[config.mk]
export PLATFORM = sky130hd
export DESIGN_NAME = credit_link_top
export DESIGN_NICKNAME = d
export VERILOG_FILES = /design/src/credit_pkg.sv /design/src/credit_cfg_regs.sv /design/src/credit_counter.sv /design/src/credit_link_top.sv /design/src/flit_sender.sv
export SDC_FILE = /design/constraint.sdc
export NUM_CORES = 1
export LEC_CHECK = 0
export ABC_AREA = 1
export BUFFER_PORTS_ARGS = -buffer_cell sky130_fd_sc_hd__buf_4
export CAP_MARGIN = 20
export CORE_UTILIZATION = 47
export DETAILED_ROUTE_END_ITERATION = 10
export HOLD_SLACK_MARGIN = 0.02
export PLACE_DENSITY = 0.78
export SYNTH_ARGS = -nofsm -noshare
export SYNTH_HDL_FRONTEND = slang
export SYNTH_SLANG_ARGS = --single-unit
[constraint.sdc]
create_clock -name clk -period 6.5 [get_ports clk]
set_input_delay 1.3 -clock clk [delete_from_list [all_inputs] [get_ports clk]]
set_output_delay 1.3 -clock clk [all_outputs]
set_load 0.01 [all_outputs]
[src/credit_pkg.sv]
// Shared constants for the credit link: widths, limits, register map
// and reset defaults
// Credit values are 4 bits wide, so the pool never exceeds 15
// Register addresses are byte addresses on a 5-bit APB address bus

package credit_pkg;

  // --------------------------------------------------------------------------
  // Credit pool limits
  // --------------------------------------------------------------------------

  // Largest legal credit value
  localparam int MAX_CREDITS = 15;
  localparam int VALUE_W     = 4;

  // Largest cost of one flit, also largest return per cycle
  localparam int MAX_CHANGE  = 3;
  localparam int CHANGE_W    = 2;

  // Flit payload
  localparam int DATA_W      = 32;

  // --------------------------------------------------------------------------
  // APB register map
  // --------------------------------------------------------------------------

  localparam int APB_ADDR_W = 5;

  localparam logic [APB_ADDR_W-1:0] REG_CTRL     = 5'h00;
  localparam logic [APB_ADDR_W-1:0] REG_INIT     = 5'h04;
  localparam logic [APB_ADDR_W-1:0] REG_WITHHOLD = 5'h08;
  // Read only
  localparam logic [APB_ADDR_W-1:0] REG_STATUS   = 5'h0C;
  localparam logic [APB_ADDR_W-1:0] REG_SENT     = 5'h10;

  // Control register fields
  localparam int CTRL_ENABLE_BIT = 0;
  // Self-clearing, reads back as 0
  localparam int CTRL_REINIT_BIT = 1;

  // Reset value of the init register
  localparam logic [VALUE_W-1:0] INIT_DEFAULT = 4'd8;

  // Sent-flit counter, wraps on overflow
  localparam int SENT_W = 16;

endpackage : credit_pkg

[src/credit_cfg_regs.sv]
// APB slave for the credit link configuration and status
// pready is tied high, every transfer ends in its access phase
// prdata is combinational and only non-zero during an access phase
// Unmapped addresses and writes to STATUS or SENT raise pslverr
// and change nothing
// Reinit is a one-cycle pulse in the cycle after the write

`timescale 1ns/100ps

module credit_cfg_regs
  import credit_pkg::*;
(
  input  logic                  clk,
  input  logic                  reset,
  // APB slave port
  input  logic                  psel,
  input  logic                  penable,
  input  logic                  pwrite,
  input  logic [APB_ADDR_W-1:0] paddr,
  input  logic [31:0]           pwdata,
  output logic [31:0]           prdata,
  output logic                  pready,
  output logic                  pslverr,
  // Counter and sender status
  input  logic [VALUE_W-1:0]    value,
  input  logic [VALUE_W-1:0]    available,
  input  logic                  flit_sent,
  // Configuration outputs
  output logic                  enable,
  output logic [VALUE_W-1:0]    init_credits,
  output logic [VALUE_W-1:0]    withhold,
  output logic                  reinit
);

  // --------------------------------------------------------------------------
  // Address decode
  // --------------------------------------------------------------------------

  logic              access;
  logic              hit_ctrl;
  logic              hit_init;
  logic              hit_withhold;
  logic              hit_status;
  logic              hit_sent;
  logic              mapped;
  logic              read_only;
  logic              wr_ok;
  logic [SENT_W-1:0] sent_count;

  // Access phase of any transfer
  assign access = psel && penable;

  assign hit_ctrl     = (paddr == REG_CTRL);
  assign hit_init     = (paddr == REG_INIT);
  assign hit_withhold = (paddr == REG_WITHHOLD);
  assign hit_status   = (paddr == REG_STATUS);
  assign hit_sent     = (paddr == REG_SENT);

  assign mapped    = hit_ctrl || hit_init || hit_withhold || hit_status || hit_sent;
  assign read_only = hit_status || hit_sent;

  // Zero wait states
  assign pready  = 1'b1;
  assign pslverr = access && (!mapped || (pwrite && read_only));

  // Legal write, committed at the edge ending the access phase
  assign wr_ok = access && pwrite && mapped && !read_only;

  // --------------------------------------------------------------------------
  // Writable registers
  // --------------------------------------------------------------------------

  always_ff @(posedge clk) begin
    if (reset) begin
      enable       <= 1'b0;
      init_credits <= INIT_DEFAULT;
      withhold     <= '0;
      reinit       <= 1'b0;
    end else begin
      // Pulse lasts one cycle unless rewritten
      reinit <= wr_ok && hit_ctrl && pwdata[CTRL_REINIT_BIT];
      if (wr_ok && hit_ctrl) begin
        enable <= pwdata[CTRL_ENABLE_BIT];
      end
      if (wr_ok && hit_init) begin
        init_credits <= pwdata[VALUE_W-1:0];
      end
      if (wr_ok && hit_withhold) begin
        withhold <= pwdata[VALUE_W-1:0];
      end
    end
  end

  // Sent-flit counter, wraps, cleared together with the credit reload
  always_ff @(posedge clk) begin
    if (reset || reinit) begin
      sent_count <= '0;
    end else if (flit_sent) begin
      sent_count <= sent_count + 1'b1;
    end
  end

  // --------------------------------------------------------------------------
  // Read mux
  // --------------------------------------------------------------------------

  always_comb begin
    prdata = '0;
    if (access && !pwrite) begin
      if (hit_ctrl) begin
        // Reinit bit always reads as 0
        prdata[CTRL_ENABLE_BIT] = enable;
      end
      if (hit_init) begin
        prdata[VALUE_W-1:0] = init_credits;
      end
      if (hit_withhold) begin
        prdata[VALUE_W-1:0] = withhold;
      end
      if (hit_status) begin
        prdata[VALUE_W-1:0]   = value;
        prdata[VALUE_W+7:8]   = available;
      end
      if (hit_sent) begin
        prdata[SENT_W-1:0] = sent_count;
      end
    end
  end

endmodule : credit_cfg_regs

[src/credit_counter.sv]
// Sender-side credit pool for one long-distance link
// Returned credits add to the pool, a granted decrement subtracts from it
// No overflow protection: the user must never return more credits than
// were consumed, or the 4-bit value wraps
// Withhold only hides credits from available, the value keeps them

`timescale 1ns/100ps

module credit_counter
  import credit_pkg::*;
(
  input  logic                clk,
  input  logic                reset,
  // Credit return from the remote receiver
  input  logic                incr_valid,
  input  logic [CHANGE_W-1:0] incr,
  // Cost request from the sender
  input  logic                decr_valid,
  input  logic [CHANGE_W-1:0] decr,
  output logic                decr_ready,
  // Reload source and software reinit
  input  logic [VALUE_W-1:0]  init_credits,
  input  logic                reload,
  input  logic [VALUE_W-1:0]  withhold,
  // Pool state
  output logic [VALUE_W-1:0]  value,
  output logic [VALUE_W-1:0]  available
);

  // --------------------------------------------------------------------------
  // Increment path
  // --------------------------------------------------------------------------

  logic [CHANGE_W-1:0] incr_amt;
  logic [CHANGE_W-1:0] decr_amt;
  logic [VALUE_W-1:0]  value_plus_incr;
  logic [VALUE_W-1:0]  value_next;
  logic                decr_fire;

  // Return counts only when flagged valid
  assign incr_amt = incr_valid ? incr : '0;

  // Pool as seen this cycle, return already included
  assign value_plus_incr = value + VALUE_W'(incr_amt);

  // --------------------------------------------------------------------------
  // Available credit and grant
  // --------------------------------------------------------------------------

  // Floored at zero when withhold exceeds the pool
  // The decrement stays out of this sum, else decr_ready would loop back
  assign available = (value_plus_incr > withhold) ? (value_plus_incr - withhold) : '0;

  // Grant compares the raw cost, independent of decr_valid
  // so the source sees ready whether or not it offers a flit
  assign decr_ready = (VALUE_W'(decr) <= available);

  assign decr_fire = decr_valid && decr_ready;

  // Cost applied only when the grant is taken
  assign decr_amt = decr_fire ? decr : '0;

  // --------------------------------------------------------------------------
  // Pool register
  // --------------------------------------------------------------------------

  // Return and cost may land in the same cycle
  assign value_next = value_plus_incr - VALUE_W'(decr_amt);

  // Reload wins over any same-cycle return or cost
  always_ff @(posedge clk) begin
    if (reset || reload) begin
      value <= init_credits;
    end else begin
      value <= value_next;
    end
  end

endmodule : credit_counter

[src/credit_link_top.sv]
// Top level of the credit-based flit sender
// Connects the APB register block, the credit pool and the sender
// Credit returns must never exceed the credits consumed
// No logic at this level, wiring only

`timescale 1ns/100ps

module credit_link_top
  import credit_pkg::*;
(
  input  logic                  clk,
  input  logic                  reset,
  // APB slave
  input  logic                  psel,
  input  logic                  penable,
  input  logic                  pwrite,
  input  logic [APB_ADDR_W-1:0] paddr,
  input  logic [31:0]           pwdata,
  output logic [31:0]           prdata,
  output logic                  pready,
  output logic                  pslverr,
  // Local source
  input  logic                  in_valid,
  input  logic [DATA_W-1:0]     in_data,
  input  logic [CHANGE_W-1:0]   in_cost,
  output logic                  in_ready,
  // Credit return from the receiver
  input  logic                  credit_valid,
  input  logic [CHANGE_W-1:0]   credit_count,
  // Outgoing flits
  output logic                  out_valid,
  output logic [DATA_W-1:0]     out_data,
  output logic [CHANGE_W-1:0]   out_cost
);

  // Configuration
  logic                enable;
  logic [VALUE_W-1:0]  init_credits;
  logic [VALUE_W-1:0]  withhold;
  logic                reinit;
  // Pool state
  logic [VALUE_W-1:0]  value;
  logic [VALUE_W-1:0]  available;
  // Sender to counter
  logic                decr_valid;
  logic [CHANGE_W-1:0] decr;
  logic                decr_ready;
  logic                flit_sent;

  // --------------------------------------------------------------------------
  // Register block
  // --------------------------------------------------------------------------

  credit_cfg_regs u_regs (
    .clk          (clk),
    .reset        (reset),
    .psel         (psel),
    .penable      (penable),
    .pwrite       (pwrite),
    .paddr        (paddr),
    .pwdata       (pwdata),
    .prdata       (prdata),
    .pready       (pready),
    .pslverr      (pslverr),
    .value        (value),
    .available    (available),
    .flit_sent    (flit_sent),
    .enable       (enable),
    .init_credits (init_credits),
    .withhold     (withhold),
    .reinit       (reinit)
  );

  // --------------------------------------------------------------------------
  // Credit pool and sender
  // --------------------------------------------------------------------------

  credit_counter u_counter (
    .clk          (clk),
    .reset        (reset),
    .incr_valid   (credit_valid),
    .incr         (credit_count),
    .decr_valid   (decr_valid),
    .decr         (decr),
    .decr_ready   (decr_ready),
    .init_credits (init_credits),
    .reload       (reinit),
    .withhold     (withhold),
    .value        (value),
    .available    (available)
  );

  flit_sender u_sender (
    .clk        (clk),
    .reset      (reset),
    .enable     (enable),
    .in_valid   (in_valid),
    .in_data    (in_data),
    .in_cost    (in_cost),
    .in_ready   (in_ready),
    .decr_valid (decr_valid),
    .decr       (decr),
    .decr_ready (decr_ready),
    .out_valid  (out_valid),
    .out_data   (out_data),
    .out_cost   (out_cost),
    .flit_sent  (flit_sent)
  );

endmodule : credit_link_top

[src/flit_sender.sv]
// Flit sender gated by link credit
// A flit is taken only when its cost fits in the available credit
// Output port is registered and cannot be stalled by the far side
// One flit may sit on the output while the next one is taken
// in_ready never depends on in_valid

`timescale 1ns/100ps

module flit_sender
  import credit_pkg::*;
(
  input  logic                clk,
  input  logic                reset,
  input  logic                enable,
  // Local source
  input  logic                in_valid,
  input  logic [DATA_W-1:0]   in_data,
  input  logic [CHANGE_W-1:0] in_cost,
  output logic                in_ready,
  // Cost request to the credit counter
  output logic                decr_valid,
  output logic [CHANGE_W-1:0] decr,
  input  logic                decr_ready,
  // Outgoing link push port
  output logic                out_valid,
  output logic [DATA_W-1:0]   out_data,
  output logic [CHANGE_W-1:0] out_cost,
  // To the sent-flit counter
  output logic                flit_sent
);

  logic accept;

  // --------------------------------------------------------------------------
  // Credit request and handshake
  // --------------------------------------------------------------------------

  // Request only while a flit is offered and the link is on
  assign decr_valid = in_valid && enable;
  // Cost is always presented, so the grant tracks it every cycle
  assign decr       = in_cost;

  assign in_ready = enable && decr_ready;
  assign accept   = in_valid && in_ready;

  // --------------------------------------------------------------------------
  // Output register
  // --------------------------------------------------------------------------

  // Valid for exactly one cycle per accepted flit
  always_ff @(posedge clk) begin
    if (reset) begin
      out_valid <= 1'b0;
    end else begin
      out_valid <= accept;
    end
  end

  // Payload held between flits
  always_ff @(posedge clk) begin
    if (accept) begin
      out_data <= in_data;
      out_cost <= in_cost;
    end
  end

  // One pulse per flit on the link
  assign flit_sent = out_valid;

endmodule : flit_sender

# --- Word-level counts from Yosys, hierarchy flattened ---
# Index checks and enable logic that the tools add are counted.
# Widths: inputs -> output; s select.
op_classes:
  order_cmp: 2
  n_reduce_logical: 26
  n_mux: 11
  add_sub_neg: 4
  n_eq_ne: 4
op_table:
  columns: ["op", "n"]
  rows:
  - ["$mux 16", 2]
  - ["$mux 4", 6]
  - ["$add 16x1->16 const B", 1]
  - ["$logic_and 1x1->1", 15]
  - ["$eq 5x4->1 const B", 2]
  - ["$logic_or 1x1->1", 7]
  - ["$eq 5x3->1 const B", 1]
  - ["$eq 5x5->1 const B", 1]
  - ["$logic_not 5->1", 1]
  - ["$add 4x2->4", 1]
  - ["$gt 4x4->1", 1]
  - ["$le 2x4->1", 1]
  - ["$mux 2", 2]
  - ["$sub 4x2->4", 1]
  - ["$sub 4x4->4", 1]
  - ["$logic_not 1->1", 3]
  - ["$mux 1", 1]
word_totals:
  elab_cells: 56
  input_bits: 80
  regBits: 65

# --- Logic depth before layout (Yosys ltp) ---
depth:
  ltp_word: 9
  depth_mapped: 28

# --- By module ---
# From an unflattened synthesis, not the netlist that was laid out.
hier_totals:
  hier_cells: 397
  hier_area_um2: 3448.3
by_module_without_submodules:
  columns: ["mod", "cells_per_inst", "area_per_inst_um2", "seq_area_each_um2", "instances"]
  rows:
  - ["credit_cfg_regs", 264, 1744.2, 520.5, 1]
  - ["flit_sender", 45, 1098.6, 1041.0, 1]
  - ["credit_counter", 88, 605.6, 80.1, 1]

# --- Worst setup path after synthesis ---
# OpenSTA, ideal clock, no wires.
synth_path:
  path_kind: "in2reg"
  startpoint: "input port credit_count[0]"
  endpoint: "register u_counter.value[3]"
  slack_ns: 1.189
  path_buffers: 0
  stages: 26
  setup_ns: 0.122
  arrival_time_ns: 5.189
  path_cell_list: "nand2_1 inv_1 ha_1 fa_1 xnor2_1 inv_1 ha_1 nand3_1 nand2_1 nand2_1 inv_1 nand2_1 ha_1 a21oi_1 a21oi_1 nand2_1 inv_1 nand2_1 nand2_1 inv_1 nand2_1 ha_1 a21oi_1 nand2_1 nand2_1 a31oi_1"
synth_between:
  elab_chain_len: 9
  elab_cells_between_ends: 10
  cone_classes: "add/sub (3); order compare (2); mux (4); reduce/logical (1)"
synth_rtl:
  columns: ["element", "line_no", "text"]
  rows:
  - ["start: declaration", "credit_link_top.sv:29", "input logic [CHANGE_W-1:0] credit_count,"]
  - ["$mux 2 (*)", "credit_counter.sv:41", "assign incr_amt = incr_valid ? incr : '0;"]
  - ["$add 4x2->4 (*)", "credit_counter.sv:44", "assign value_plus_incr = value + VALUE_W'(incr_amt);"]
  - ["$sub 4x4->4 / $gt 4x4->1 (equally long branches)", "credit_counter.sv:52", "assign available = (value_plus_incr > withhold) ? (value_plus_incr - withhold) : '0;"]
  - ["$mux 4", "credit_counter.sv:52", null]
  - ["$le 2x4->1", "credit_counter.sv:56", "assign decr_ready = (VALUE_W'(decr) <= available);"]
  - ["$logic_and 1x1->1", "credit_counter.sv:58", "assign decr_fire = decr_valid && decr_ready;"]
  - ["$mux 2", "credit_counter.sv:61", "assign decr_amt = decr_fire ? decr : '0;"]
  - ["$sub 4x2->4 (*)", "credit_counter.sv:68", "assign value_next = value_plus_incr - VALUE_W'(decr_amt);"]
  - ["$mux 4 (*)", "credit_counter.sv:72", "if (reset || reload) begin"]
  - ["end signal: assignment", "credit_counter.sv:73", "value <= init_credits;"]
  - ["end signal: assignment", "credit_counter.sv:75", "value <= value_next;"]
  - ["end: declaration", "credit_counter.sv:26", "output logic [VALUE_W-1:0] value,"]
# Every way passes the cells marked *; elsewhere a longest branch is shown, timed or not.
# A chain may end at the register's enable or synchronous reset.

# --- Worst setup path in the final report ---
layout_path:
  startpoint: "input port credit_valid"
  endpoint: "output port in_ready"
layout_between:
  elab_chain_len: 6
  elab_cells_between_ends: 7
  cone_classes: "add/sub (2); order compare (2); mux (2); reduce/logical (1)"
layout_rtl:
  columns: ["element", "line_no", "text"]
  rows:
  - ["start: declaration", "credit_link_top.sv:28", "input logic credit_valid,"]
  - ["$mux 2 (*)", "credit_counter.sv:41", null]
  - ["$add 4x2->4 (*)", "credit_counter.sv:44", null]
  - ["$sub 4x4->4 / $gt 4x4->1 (equally long branches)", "credit_counter.sv:52", null]
  - ["$mux 4 (*)", "credit_counter.sv:52", null]
  - ["$le 2x4->1 (*)", "credit_counter.sv:56", null]
  - ["$logic_and 1x1->1 (*)", "flit_sender.sv:43", "assign in_ready = enable && decr_ready;"]
  - ["end: declaration", "credit_link_top.sv:26", "output logic in_ready,"]
# Marked as above.

==> qor.yml <==
critical_path:
  ff2ff_setup_slack_ps: 2470
  cpMostUsedCell: "nand2_1"
  crit_fanout: 5
  worstPathRequired_ps: 5200
  path_delay_family: "adder cells"
  cp_cell_sequence: "buf_4 -> nand2_1 -> inv_1 -> ha_1 -> fa_1 -> xnor2_1 -> inv_1 -> ha_1 -> nand3_1 -> nand2_1 -> nand2_1 -> inv_1 -> nand2_1 -> ha_1 -> a21oi_1 -> a21oi_1 -> nand2_1 -> inv_1 -> a21boi_0 -> buf_4"
  cp_slowest_stage_delay_ps: 390
  critPathKind: "in2out"
  cp_slowest_cell: "fa_1"
  critical_path_buf_inv_count: 6
  end_kind: "primary output"
  start_kind: "input port"
  worst_ep_arrival_time_ps: 4250
sta:
  skew_ps: 8.14
  period_share_pct: 85.4
  finalSetupViolCount: 0
  finalMaxSlewViolations: 0
  rsz0062_at_grt: "no"
  fin_crit_ps: 5550
  whs_ps: 469
  timing.fmax_mhz: 180
  tightestPinTransition_ps: 814
  slew-limit-headroom_pct: 45.5
  finalHoldViolCount: 0
  setup_slack_ps: 950
  fin_setup_tns_ps: 0
place:
  pre_cts_ws_ps: 960
  routabilityCongestion: 0.905
  dp_hpwl_microns: 5850
  io_buffers: 104
global_routing:
  grt_max_degree: 35
  antenna_found_initial: 0
  track_usage_pct: 20.5
  gr-total-overflow: 0
  grt_pass1_vias: 2616
  grt_pass1_wl_microns: 11800
routing:
  wl_microns: 7440
  route.detailed.drc: 0
  vias: 2927
  dr.pass1.iters: 4
  detail_route.wl_per_cell_microns: 12.5
  detail-route-antenna-nets: 0
  drtIter0Drc: 98
  avgViaCountPerCell: 4.92
logic_synthesis:
  ys_top_cells_by_area: "edfxtp_1 (31%), dfxtp_1 (19%), nand2_1 (8.9%), inv_1 (6.5%), a21oi_1 (5.5%)"
  ys_seq_elements: 65
  yosysTopAreaCellShare_pct: 31.0
  synth.largest_area_cell: "edfxtp_1"
  async_flop_share_pct: 0
  synth_flop_cell: "edfxtp_1"
  seq_area_frac_synth_pct: 49.8
  syn_area_sq_um: 3300
  syn-instance-count: 386
  synth_edf_count: 34
  ys_warn_count: 0
  avgSynthCellArea_sq_um: 8.54
  ys_types: 32
power_and_ir_drop:
  p_leak_uw: 0.00191
  ir_drop_mv: 0.115
  p_per_area_nw_per_um2: 221
  pwr-share-seq_pct: 45.3
  comb_power_share_pct: 10.8
  clkPwrFrac_pct: 43.8
  internal_power_uw: 746
  p_switching_uw: 217
  power_uw: 964
  swShare_pct: 22.6
floorplan:
  boundaryPins: 150
  initial_utilization_pct: 48.5
  die_w_microns: 85.8
  dieArea_sq_um: 7360
  core-area_sq_um: 6790
  fp-row-count: 30
  fp.dieH_microns: 85.8
clock_tree:
  hold_buffers: 0
  clk_pin_slew_ps: 60
  cts_tree: "done"
  clk_latency_ps: 340
  cts_max_level: 3
  cts-buffers-inserted: 9
  cts.sinks: 65
  post_cts_resized: 0
  cts_setup_buffers: 0
  root_buffer: "clkbuf_8"
  cts_buffer_depth: 2
run:
  cap_viol_max_count: 0
final_layout:
  antenna_cells_inserted: 0
  final_nets: 588
  fillers: 564
  syn2layout_area_growth_pct: 32.0
  fin_util_pct: 64.1
  drive_above_1_share_pct: 26.5
min_path:
  holdCritPathClass: "reg2reg"
run_status:
  status: "completed"
==> worst min-delay path, delay by kind of cell (launching register included) <==
kind	cells	cell delay, ps
AND/OR/NAND/NOR	1	60
AO/OA/AOI/OAI	1	50
flip-flops	1	310
==> state kept, by name, indices dropped and copies added, names as in the netlist <==
signal,cells
u_sender.out_cost,2
u_regs.reinit,1
u_regs.enable,1
u_regs.sent_count,16
u_regs.withhold,4
u_sender.flit_sent,1
u_sender.out_data,32
u_counter.value,4
u_regs.init_credits,4
==> synth_stat cells, types with 3 or more instances <==
| master | n |
|---|---|
| inv_1 | 57 |
| nand2_1 | 78 |
| nand3_1 | 19 |
| buf_2 | 3 |
| buf_4 | 19 |
| nand4_1 | 6 |
| fa_1 | 3 |
| o21ai_0 | 16 |
| nor2_1 | 34 |
| edfxtp_1 | 34 |
| dfxtp_1 | 31 |
| nor3_1 | 11 |
| nand2_2 | 3 |
| nor2_4 | 3 |
| a21oi_1 | 36 |
| ha_1 | 11 |
==> cells in the final DEF, fill, tap and decap left out, types with 11 or more instances in the layout <==
cell type and instances:
nand3_1 19, buf_4 105, edfxtp_1 34, inv_1 57, ha_1 11, dfxtp_1 31, nor3_1 11, nor2_1 34
o21ai_0 16, conb_1 17, a21oi_1 36, nand2_1 78
==> stage by stage <==
step | instance area [sq um] | instances
final | 4350 | 595
after global routing | 4350 | 595
after CTS | 4350 | 595
after detailed placement | 4100 | 579
after global placement | 4100 | 579
after floorplan | 3350 | 401
==> power by group through the flow <==
| stage | Sequential (uW) | Clock, uW | Combinational, uW |
|---|---|---|---|
| after detailed placement | 446 | 0 | 104 |
| final | 437 | 423 | 104 |
| after global placement | 446 | 0 | 100 |
| after global routing | 437 | 449 | 118 |
| after floorplan | 445 | 0 | 70.9 |
| after CTS | 437 | 427 | 105 |
==> logic make-up after synthesis <==
family / Yosys count / synth area share [%]
AO/OA/AOI/OAI: 58 / 9.14
buffers and inverters: 80 / 11.4
adder cells (fa/ha/maj): 14 / 5.99
flip-flops: 65 / 49.8
other: 2 / 0.228
XOR/XNOR: 4 / 1.06
AND/OR/NAND/NOR: 163 / 22.4
==> per-layer routing <==
metal / up-vias / global-route usage, % / share of wire (%) / wire (microns)
li1: 1445 / - / - / -
met1: 1342 / 25.9 / 43 / 3200
met2: 130 / 34.8 / 48 / 3540
met3: 10 / 4.52 / 7.9 / 585
met4: 0 / 7.27 / 1.4 / 106
met5: - / 0 / 0 / 0
==> cell type report <==
type / count / area (sq um) / area share [%]
multi-input cells: 256 / 1340 / 30.7
clock buffers: 10 / 138 / 3.16
well taps: 96 / 120 / 2.76
inverters: 57 / 214 / 4.91
clock inverters: 6 / 115 / 2.64
flip-flops and latches: 65 / 1640 / 37.7
repair buffers: 105 / 788 / 18.1
==> worst paths after layout <==
check,cells after the start,endpoint,from
worst max-delay path,20,in_ready,credit_valid
worst min-delay path,2,u_regs.withhold[3],u_regs.withhold[3]
worst max register to register,22,u_counter.value[2],u_counter.value[0]
worst min register to register,2,u_regs.withhold[3],u_regs.withhold[3]
Power figures use the tool's default switching activity.
